<file path="src/rtl/motion_macros.svh">
// Widths, axis count, move buffer size, default DDA divisor and API version numbers
`ifndef MOTION_MACROS_SVH
`define MOTION_MACROS_SVH

// Host word port
`define WORD_BITS 64

// Axes and move buffer
`define NUM_MOTORS   3
`define BUFFER_SIZE  2
`define BUF_IDX_BITS 1   // Enough to index BUFFER_SIZE slots

// DDA and move timing
`define DDA_BITS              64
`define MOVE_DURATION_BITS    32
`define STEP_COUNT_BITS       32
`define DIVISOR_BITS          8
`define DEFAULT_CLOCK_DIVISOR 8'd32

// API version returned to the host
`define VERSION_MAJOR 8'd1
`define VERSION_MINOR 8'd2
`define VERSION_PATCH 8'd0
`define VERSION_DEVEL 8'd0

`endif

</file>
<file path="src/rtl/motion_pkg.sv">
// Command header codes and the shared word, rate, duration, position, axis and slot types
`include "motion_macros.svh"

package motion_pkg;

  // Command header, top byte of the first word
  typedef enum logic [7:0] {
    CMD_COORDINATED_STEP = 8'h01,
    CMD_MOTOR_ENABLE     = 8'h0A,
    CMD_CLK_DIVISOR      = 8'h20,
    CMD_CHANNEL_INFO     = 8'hFD,
    CMD_API_VERSION      = 8'hFE
  } cmd_t;

  typedef logic [`WORD_BITS-1:0] word_t;

  // Rate or position accumulator of one DDA
  typedef logic signed [`DDA_BITS-1:0] dda_t;

  typedef logic [`MOVE_DURATION_BITS-1:0] duration_t;   // Move length in DDA ticks

  typedef logic signed [`STEP_COUNT_BITS-1:0] step_count_t;

  typedef logic [`NUM_MOTORS-1:0] axis_vec_t;   // One bit per axis

  typedef logic [`BUF_IDX_BITS-1:0] slot_t;

endpackage

</file>
<file path="src/rtl/command_decoder.sv">
// Host command decoder with word edge detect, move buffer, enable and divisor registers
`timescale 1ns/100ps
`include "motion_macros.svh"

module command_decoder (
  input  logic                      CLK,
  input  logic                      resetn,
  input  motion_pkg::word_t         word_data,
  input  logic                      word_received,
  input  motion_pkg::slot_t         move_index,
  input  motion_pkg::step_count_t   step_counts [`NUM_MOTORS],
  input  logic [`BUFFER_SIZE-1:0]   slot_ack,
  output motion_pkg::word_t         word_reply,
  output logic [`BUFFER_SIZE-1:0]   stepready,
  output logic                      buffer_dtr,
  output logic [`DIVISOR_BITS-1:0]  clock_divisor,
  output motion_pkg::duration_t     move_duration,
  output motion_pkg::dda_t          velocity [`NUM_MOTORS],
  output motion_pkg::dda_t          acceleration [`NUM_MOTORS],
  output motion_pkg::axis_vec_t     move_dir,
  output motion_pkg::axis_vec_t     enable_r
);

  import motion_pkg::*;

  // Header, duration, then velocity and acceleration per axis
  localparam logic [7:0] LAST_WORD = 8'(2 * `NUM_MOTORS + 1);

  logic       recv_q;
  logic       recv_qq;
  logic       word_rise;
  logic [7:0] message_header;
  logic [7:0] message_word_count;
  logic       awaiting_more;
  logic       move_complete;
  cmd_t       header_cmd;
  slot_t      write_index;

  // Move buffer
  duration_t   dur_buf [`BUFFER_SIZE];
  dda_t        vel_buf [`BUFFER_SIZE][`NUM_MOTORS];
  dda_t        acc_buf [`BUFFER_SIZE][`NUM_MOTORS];
  axis_vec_t   dir_buf [`BUFFER_SIZE];
  step_count_t step_store [`NUM_MOTORS];   // Counts taken at the move header

  always_ff @(posedge CLK) begin
    if (resetn) begin
      recv_q  <= 1'b0;
      recv_qq <= 1'b0;
    end else begin
      recv_q  <= word_received;
      recv_qq <= recv_q;
    end
  end

  assign word_rise     = recv_q & ~recv_qq;
  assign header_cmd    = cmd_t'(word_data[`WORD_BITS-1 -: 8]);   // Header is the top byte
  assign awaiting_more = (message_header == CMD_COORDINATED_STEP);
  assign move_complete = word_rise && awaiting_more && (message_word_count == LAST_WORD);

  // Command decode, control registers and replies
  always_ff @(posedge CLK) begin
    if (resetn) begin
      word_reply         <= '0;
      message_header     <= '0;
      message_word_count <= '0;
      write_index        <= '0;
      stepready          <= '0;
      enable_r           <= '0;
      clock_divisor      <= `DEFAULT_CLOCK_DIVISOR;
      for (int s = 0; s < `BUFFER_SIZE; s++) begin
        dir_buf[s] <= '0;
      end
    end else if (word_rise) begin
      word_reply <= '0;
      if (!awaiting_more) begin
        message_header     <= header_cmd;
        message_word_count <= 8'd1;
        case (header_cmd)
          CMD_COORDINATED_STEP: dir_buf[write_index] <= word_data[`NUM_MOTORS-1:0];
          CMD_MOTOR_ENABLE:     enable_r <= word_data[`NUM_MOTORS-1:0];
          CMD_CLK_DIVISOR:      clock_divisor <= word_data[`DIVISOR_BITS-1:0];
          CMD_API_VERSION: begin
            word_reply[31:0] <= {`VERSION_DEVEL, `VERSION_MAJOR, `VERSION_MINOR,
                                 `VERSION_PATCH};
          end
          CMD_CHANNEL_INFO:     word_reply[7:0] <= 8'(`NUM_MOTORS);
          default: ;
        endcase
      end else begin
        message_word_count <= message_word_count + 8'd1;
        // Duration word returns axis 0, each acceleration word the next axis
        if (message_word_count == 8'd1) begin
          word_reply[`STEP_COUNT_BITS-1:0] <= step_store[0];
        end
        for (int n = 0; n < `NUM_MOTORS - 1; n++) begin
          if (message_word_count == 8'(2 * n + 3)) begin
            word_reply[`STEP_COUNT_BITS-1:0] <= step_store[n + 1];
          end
        end
        if (move_complete) begin
          write_index            <= write_index + 1'b1;
          stepready[write_index] <= ~stepready[write_index];   // Hand slot to sequencer
          message_header         <= '0;
          message_word_count     <= '0;
        end
      end
    end
  end

  // Move payload and position snapshots
  always_ff @(posedge CLK) begin
    if (word_rise && !awaiting_more && (header_cmd == CMD_COORDINATED_STEP)) begin
      for (int n = 0; n < `NUM_MOTORS; n++) begin
        step_store[n] <= step_counts[n];
      end
    end
    if (word_rise && awaiting_more) begin
      if (message_word_count == 8'd1) begin
        dur_buf[write_index] <= word_data[`MOVE_DURATION_BITS-1:0];
      end
      for (int n = 0; n < `NUM_MOTORS; n++) begin
        if (message_word_count == 8'(2 * n + 2)) begin
          vel_buf[write_index][n] <= word_data;
        end
        if (message_word_count == 8'(2 * n + 3)) begin
          acc_buf[write_index][n] <= word_data;
        end
      end
    end
  end

  assign buffer_dtr    = (stepready[write_index] == slot_ack[write_index]);
  assign move_duration = dur_buf[move_index];
  assign move_dir      = dir_buf[move_index];

  // Slot selected by the sequencer feeds the timers
  for (genvar n = 0; n < `NUM_MOTORS; n++) begin : g_axis_sel
    assign velocity[n]     = vel_buf[move_index][n];
    assign acceleration[n] = acc_buf[move_index][n];
  end

  // Host waits for buffer_dtr, so a finished move never lands in a busy slot
  a_no_overwrite: assert property (@(posedge CLK) disable iff (resetn)
    move_complete |-> (stepready[write_index] == slot_ack[write_index]));

endmodule

</file>
<file path="src/rtl/dda_timer.sv">
// Second-order DDA for one axis that turns velocity and acceleration into a step level
`timescale 1ns/100ps
`include "motion_macros.svh"

module dda_timer (
  input  logic              CLK,
  input  logic              resetn,
  input  logic              dda_tick,
  input  logic              loading_move,
  input  logic              executing_move,
  input  motion_pkg::dda_t  velocity,
  input  motion_pkg::dda_t  acceleration,
  output logic              step_level
);

  import motion_pkg::*;

  dda_t accum;   // Position phase
  dda_t rate;    // Current velocity

  always_ff @(posedge CLK) begin
    if (resetn) begin
      accum <= '0;
      rate  <= '0;
    end else if (dda_tick && loading_move) begin
      accum <= '0;
      rate  <= velocity;
    end else if (dda_tick && executing_move) begin
      // Position uses the rate from before this tick's acceleration
      accum <= accum + rate;
      rate  <= rate + acceleration;
    end
  end

  // Top bit toggles once per step period
  assign step_level = accum[`DDA_BITS-1];

endmodule

</file>
<file path="src/rtl/motion_controller_top.sv">
// Motion controller top with decoder, sequencer, per-axis DDA timers and step tracker
`timescale 1ns/100ps
`include "motion_macros.svh"

module motion_controller_top (
  input  logic                   CLK,
  input  logic                   resetn,
  input  motion_pkg::word_t      word_data,
  input  logic                   word_received,
  output motion_pkg::word_t      word_reply,
  output logic                   buffer_dtr,
  output logic                   move_done,
  output motion_pkg::axis_vec_t  step,
  output motion_pkg::axis_vec_t  dir,
  output motion_pkg::axis_vec_t  enable
);

  import motion_pkg::*;

  logic [`BUFFER_SIZE-1:0]  stepready;
  logic [`BUFFER_SIZE-1:0]  slot_ack;
  slot_t                    move_index;
  logic [`DIVISOR_BITS-1:0] clock_divisor;
  duration_t                move_duration;
  dda_t                     velocity [`NUM_MOTORS];
  dda_t                     acceleration [`NUM_MOTORS];
  axis_vec_t                move_dir;
  axis_vec_t                enable_r;
  axis_vec_t                step_levels;
  step_count_t              step_counts [`NUM_MOTORS];
  logic                     dda_tick;
  logic                     loading_move;
  logic                     executing_move;

  command_decoder u_decoder (
    .CLK           (CLK),
    .resetn        (resetn),
    .word_data     (word_data),
    .word_received (word_received),
    .move_index    (move_index),
    .step_counts   (step_counts),
    .slot_ack      (slot_ack),
    .word_reply    (word_reply),
    .stepready     (stepready),
    .buffer_dtr    (buffer_dtr),
    .clock_divisor (clock_divisor),
    .move_duration (move_duration),
    .velocity      (velocity),
    .acceleration  (acceleration),
    .move_dir      (move_dir),
    .enable_r      (enable_r)
  );

  move_sequencer u_sequencer (
    .CLK            (CLK),
    .resetn         (resetn),
    .clock_divisor  (clock_divisor),
    .move_duration  (move_duration),
    .stepready      (stepready),
    .slot_ack       (slot_ack),
    .move_index     (move_index),
    .dda_tick       (dda_tick),
    .loading_move   (loading_move),
    .executing_move (executing_move),
    .move_done      (move_done)
  );

  // One timer per axis, all sharing the sequencer's tick
  for (genvar a = 0; a < `NUM_MOTORS; a++) begin : g_axis
    dda_timer u_dda (
      .CLK            (CLK),
      .resetn         (resetn),
      .dda_tick       (dda_tick),
      .loading_move   (loading_move),
      .executing_move (executing_move),
      .velocity       (velocity[a]),
      .acceleration   (acceleration[a]),
      .step_level     (step_levels[a])
    );
  end

  step_tracker u_tracker (
    .CLK         (CLK),
    .resetn      (resetn),
    .step_levels (step_levels),
    .move_dir    (move_dir),
    .enable_r    (enable_r),
    .step        (step),
    .dir         (dir),
    .enable      (enable),
    .step_counts (step_counts)
  );

endmodule

</file>
<file path="src/rtl/move_sequencer.sv">
// DDA tick divider and the idle, load and execute FSM over the move buffer slots
`timescale 1ns/100ps
`include "motion_macros.svh"

module move_sequencer (
  input  logic                      CLK,
  input  logic                      resetn,
  input  logic [`DIVISOR_BITS-1:0]  clock_divisor,
  input  motion_pkg::duration_t     move_duration,
  input  logic [`BUFFER_SIZE-1:0]   stepready,
  output logic [`BUFFER_SIZE-1:0]   slot_ack,
  output motion_pkg::slot_t         move_index,
  output logic                      dda_tick,
  output logic                      loading_move,
  output logic                      executing_move,
  output logic                      move_done
);

  import motion_pkg::*;

  localparam logic [`DIVISOR_BITS-1:0] MIN_DIVISOR = 2;

  typedef enum logic [1:0] {S_IDLE, S_LOAD, S_EXEC} seq_state_t;

  seq_state_t               state;
  logic [`DIVISOR_BITS-1:0] div_count;
  duration_t                elapsed;   // Ticks run in the current move
  logic                     slot_full;

  // One tick every clock_divisor cycles
  always_ff @(posedge CLK) begin
    if (resetn) begin
      div_count <= '0;
      dda_tick  <= 1'b0;
    end else if (div_count >= clock_divisor - 1'b1) begin
      div_count <= '0;
      dda_tick  <= 1'b1;
    end else begin
      div_count <= div_count + 1'b1;
      dda_tick  <= 1'b0;
    end
  end

  assign slot_full      = (stepready[move_index] != slot_ack[move_index]);
  assign loading_move   = (state == S_LOAD) && dda_tick;
  assign executing_move = (state == S_EXEC);

  always_ff @(posedge CLK) begin
    if (resetn) begin
      state      <= S_IDLE;
      elapsed    <= '0;
      slot_ack   <= '0;
      move_index <= '0;
      move_done  <= 1'b0;
    end else begin
      move_done <= 1'b0;
      case (state)
        S_IDLE: begin
          if (slot_full) begin
            state <= S_LOAD;
          end
        end
        S_LOAD: begin
          if (dda_tick) begin   // Timers load on this tick
            state   <= S_EXEC;
            elapsed <= '0;
          end
        end
        S_EXEC: begin
          if (elapsed == move_duration) begin
            state                <= S_IDLE;
            move_done            <= 1'b1;
            slot_ack[move_index] <= ~slot_ack[move_index];   // Free the slot
            move_index           <= move_index + 1'b1;
          end else if (dda_tick) begin
            elapsed <= elapsed + 1'b1;
          end
        end
        default: state <= S_IDLE;
      endcase
    end
  end

  // Ticks must be spaced so the end check never shares a cycle with a tick
  a_divisor_min: assert property (@(posedge CLK) disable iff (resetn)
    clock_divisor >= MIN_DIVISOR);

  // Running slot keeps its duration, or the tick count overruns it
  a_elapsed_bound: assert property (@(posedge CLK) disable iff (resetn)
    executing_move |-> (elapsed <= move_duration));

endmodule

</file>
<file path="src/rtl/step_tracker.sv">
// Step, direction and enable outputs plus signed per-axis step counters
`timescale 1ns/100ps
`include "motion_macros.svh"

module step_tracker (
  input  logic                     CLK,
  input  logic                     resetn,
  input  motion_pkg::axis_vec_t    step_levels,
  input  motion_pkg::axis_vec_t    move_dir,
  input  motion_pkg::axis_vec_t    enable_r,
  output motion_pkg::axis_vec_t    step,
  output motion_pkg::axis_vec_t    dir,
  output motion_pkg::axis_vec_t    enable,
  output motion_pkg::step_count_t  step_counts [`NUM_MOTORS]
);

  import motion_pkg::*;

  axis_vec_t step_rise;

  // Registered step output doubles as the previous level
  assign step_rise = step_levels & ~step;

  always_ff @(posedge CLK) begin
    if (resetn) begin
      step   <= '0;
      dir    <= '0;
      enable <= '0;
      for (int n = 0; n < `NUM_MOTORS; n++) begin
        step_counts[n] <= '0;
      end
    end else begin
      step   <= step_levels;
      dir    <= move_dir;
      enable <= enable_r;
      for (int n = 0; n < `NUM_MOTORS; n++) begin
        if (step_rise[n]) begin
          if (move_dir[n]) begin
            step_counts[n] <= step_counts[n] + 1'b1;   // Positive direction
          end else begin
            step_counts[n] <= step_counts[n] - 1'b1;
          end
        end
      end
    end
  end

endmodule

</file>
<file path="config.mk">
export PLATFORM = sky130hd
export DESIGN_NAME = motion_controller_top
export DESIGN_NICKNAME = d
export VERILOG_FILES = /design/src/rtl/motion_pkg.sv /design/src/rtl/command_decoder.sv /design/src/rtl/dda_timer.sv /design/src/rtl/motion_controller_top.sv /design/src/rtl/move_sequencer.sv /design/src/rtl/step_tracker.sv
export VERILOG_INCLUDE_DIRS = /design/src /design/src/rtl
export SDC_FILE = /design/constraint.sdc
export NUM_CORES = 2
export LEC_CHECK = 0
export BUFFER_PORTS_ARGS = -buffer_cell sky130_fd_sc_hd__clkbuf_2
export CORE_ASPECT_RATIO = 0.9
export CORE_MARGIN = 2
export CORE_UTILIZATION = 67
export CTS_BUF_LIST = sky130_fd_sc_hd__clkbuf_8
export DETAILED_ROUTE_END_ITERATION = 16
export PLACE_DENSITY = 0.84
export SETUP_SLACK_MARGIN = 0.5
export SLEW_MARGIN = 30
export SYNTH_ARGS = -nofsm -noshare
export SYNTH_HDL_FRONTEND = slang
export SYNTH_HIERARCHICAL = 1
export SYNTH_SLANG_ARGS = --single-unit
</file>
<file path="constraint.sdc">
create_clock -name CLK -period 26.1 [get_ports CLK]
set_input_delay 5.22 -clock CLK [delete_from_list [all_inputs] [get_ports CLK]]
set_output_delay 5.22 -clock CLK [all_outputs]
set_load 0.1 [all_outputs]
</file>
==> results.yml <==
outcome:
  status: "completed"
critical_path:
  worstPathMaxFanout: 14
  cp_cell_sequence: "inv_1, a21oi_1, clkbuf_2"
  crit_arrival_ns: 2.78
  r2r_cells: 16
  endpoint: "buffer_dtr"
  r2r-end: "g_axis[2].u_dda/rate[57]$_SDFFE_PP0P_"
  crit_required_ns: 20.88
  crit_type: "reg -> out"
  cp-start-kind: "flop"
  crit_path_end_kind: "output pin"
  crit_start: "u_decoder/write_index$_SDFFE_PP0P_"
  r2r_slack_ns: 19.74
  timing.rr.start: "u_sequencer/move_index$_SDFFE_PP0N_"
  max_stage_delay_ns: 0.62
  slowest_stage: "dfxtp_1"
cts:
  cts_setup_buffers: 0
  htreeDepth: 4
  insertion_delay_ns: 0.97
  cts_buffer_depth: 3
  cts-hold-fix-buffers: 0
  clkTransAtPathRegs_ns: 0.06
  root_buffer: "clkbuf_8"
  cts.sinks: 1534
  cts_resized: 0
  cts_buffers: 233
  cts_tree: "built"
power_and_ir_drop:
  pwr-share-seq: 0.537
  powerDensity_mw_per_mm2: 52.5
  swShare: 0.229
  power_frac_clock: 0.436
  power.internal_uw: 3690
  p_total_uw: 4790
  p_switching_uw: 1100
  power.leakage_uw: 0.0350
  comb_power_share: 0.027
  peakVddDrop_v: 0.0000530
timing:
  setup_viol: 0
  timing.final.crit_share: 0.307
  rsz0062_at_grt: "no"
  finalHoldViolCount: 0
  clock_skew_ns: 0.0417
  max_freq_ghz: 0.125
  slew_headroom: 0.307
  finalCriticalPeriod_ns: 8.00
  tns_ns: 0
  slew_viol_final: 0
  worst_pin_slew_ns: 1.04
detailed_routing:
  first_pass_iters: 8
  wl_um: 241000
  vias_per_cell: 6.60
  wl_per_cell_um: 23.6
  drt-initial-drc-count: 7821
  antenna_left: 0
  drc: 0
  vias: 67500
synth:
  synth_ff_type: "edfxtp_1"
  synth-edff-count: 934
  synthCells: 8356
  seq_area_frac_synth: 0.472
  synth.top_cell.area_share: 0.330
  async_flop_share: 0
  ys_warn_count: 6
  ys_types: 124
  synth.largest_area_cell: "edfxtp_1"
  syn_avg_cell_area_um2: 10.2
  syn_area_mm2: 0.0850
  synth_area_leaders: "edfxtp_1 33%, dfxtp_1 14%, ha_1 7.1%, mux2_2 5.6%, a21oi_1 4.9%"
  yosys_register_bits: 1534
grt:
  grt_max_degree: 149
  track_usage: 0.365
  grt_pass1_wl_um: 367000
  grt_pass1_vias: 63600
  overflow: 0
  antenna_found_initial: 13
layout:
  post-route-cell-area_mm2: 0.0913
  layout_commonest_cell: "nand2_1"
  n_fill_cell: 8845
  seqCellArea_mm2: 0.0401
  layout-drive-gt1-share: 0.134
  multi_input_area_mm2: 0.0424
  areaGrowthSynthToFinish_pct: 7.45
  fin_nets: 8882
  final_cell_mix: "966 x nand2_1, 934 x edfxtp_1, 825 x a21oi_1, 599 x dfxtp_1, 513 x nor2_1"
floorplan:
  die_y_um: 342
  rows: 123
  die_w_um: 379
  io_pins: 142
  dieArea_mm2: 0.130
  coreArea_mm2: 0.125
  initial_utilization: 0.677
placed_design:
  place.gp.congestion: 1.03
  port_buffers: 109
  place_area_mm2: 0.0863
  dp_hpwl_um: 165000
run:
  maxCapViolations: 0
hold_path:
  hold_class: "reg -> reg"
  hold_depth: 2
==> critical path, delay by kind of cell (launching register included) <==
kind,cells,cell delay [ns]
buffers and inverters,2,0.84
DFF,1,0.62
AOI/OAI and AO/OA,1,0.37
==> layout make-up <==
class | instances | share of cell area
Multi-Input combinational cell | 6221 | 0.465
Sequential cell | 1534 | 0.439
Clock buffer | 262 | 0.0395
Tap cell | 1687 | 0.0231
Clock inverter | 180 | 0.0145
Timing Repair Buffer | 189 | 0.0133
Inverter | 144 | 0.00592
Antenna cell | 4 | 0.000110
==> flip-flops by register name, indices dropped and copies added, names as in the netlist, 2 cells and up <==
register / cells
u_decoder/acc_buf: 384
u_decoder/word_reply: 32
u_sequencer/slot_ack: 2
u_decoder/enable_r: 3
u_sequencer/div_count: 8
u_sequencer/elapsed: 32
g_axis.u_dda/accum: 192
u_tracker/dir: 3
u_tracker/step: 3
u_decoder/dir_buf: 6
u_decoder/clock_divisor: 8
u_tracker/step_counts: 96
u_decoder/message_word_count: 8
u_sequencer/state: 2
u_decoder/stepready: 2
g_axis.u_dda/rate: 192
u_decoder/vel_buf: 384
u_decoder/dur_buf: 64
u_tracker/enable: 3
u_decoder/step_store: 96
u_decoder/message_header: 8
==> logic make-up after synthesis <==
| logic type | share of synthesized area |
|---|---|
| multiplexers | 0.0586 |
| adder cells (fa/ha/maj) | 0.0733 |
| AND/OR/NAND/NOR | 0.126 |
| XOR/XNOR | 0.0468 |
| buffers and inverters | 0.0320 |
| flip-flops | 0.472 |
| other | 0.0000441 |
| AO/OA/AOI/OAI | 0.192 |
==> through the flow <==
step	worst slack, ns	hold slack (ns)	utilization	cells
6_report	18.10	0.454	0.728	10200
5_1_grt	18.04	0.474	0.728	10200
4_1_cts	18.11	0.454	0.728	10200
3_5_place_dp	18.00	0.436	0.688	9775
3_3_place_gp	18.07	0.437	0.688	9773
2_1_floorplan	12.65	0.423	-	8387
==> layer usage <==
layer  part of all wire  vias to the layer above  global-route usage  wire [um]
met5            0.00036                        -                   0         86
met4              0.041                       12               0.148       9880
met3               0.10                      585              0.0648      25000
met2               0.44                     3583               0.557     106000
met1               0.41                    32200               0.517      99700
li1                   -                    31100                   -          -
==> cells in the mapped netlist, drive strengths merged, types with 150 or more instances <==
library cell,count
nand2,973
clkbuf,367
edfxtp,934
dfxtp,600
o21ai,492
nor2,517
mux2,421
xnor2,304
ha,483
a21oi,842
nand4,155
a21o,285
xor2,150
==> power groups by stage <==
stage / clock network, uW / registers (uW) / logic [uW]
detailed placement: 0 / 2620 / 128
global placement: 0 / 2620 / 124
CTS: 2110 / 2570 / 128
global route: 2210 / 2570 / 137
finish: 2090 / 2570 / 131
floorplan: 0 / 2620 / 71.7
==> worst min-delay path by stage <==
stage / end / from / slack (ns)
after floorplan: u_decoder/step_store[0][63]$_DFFE_PP_ / u_tracker/step_counts[63]$_SDFFE_PP0P_ / 0.42
after global placement: g_axis[2].u_dda/accum[62]$_SDFFE_PP0P_ / g_axis[2].u_dda/accum[62]$_SDFFE_PP0P_ / 0.44
after detailed placement: u_decoder/step_store[0][63]$_DFFE_PP_ / u_tracker/step_counts[63]$_SDFFE_PP0P_ / 0.44
after CTS: u_decoder/step_store[0][63]$_DFFE_PP_ / u_tracker/step_counts[63]$_SDFFE_PP0P_ / 0.45
after global routing: u_decoder/step_store[0][34]$_DFFE_PP_ / u_tracker/step_counts[34]$_SDFFE_PP0P_ / 0.47
final: g_axis[1].u_dda/accum[54]$_SDFFE_PP0P_ / g_axis[1].u_dda/accum[54]$_SDFFE_PP0P_ / 0.45
(Power assumes the default switching activity.)
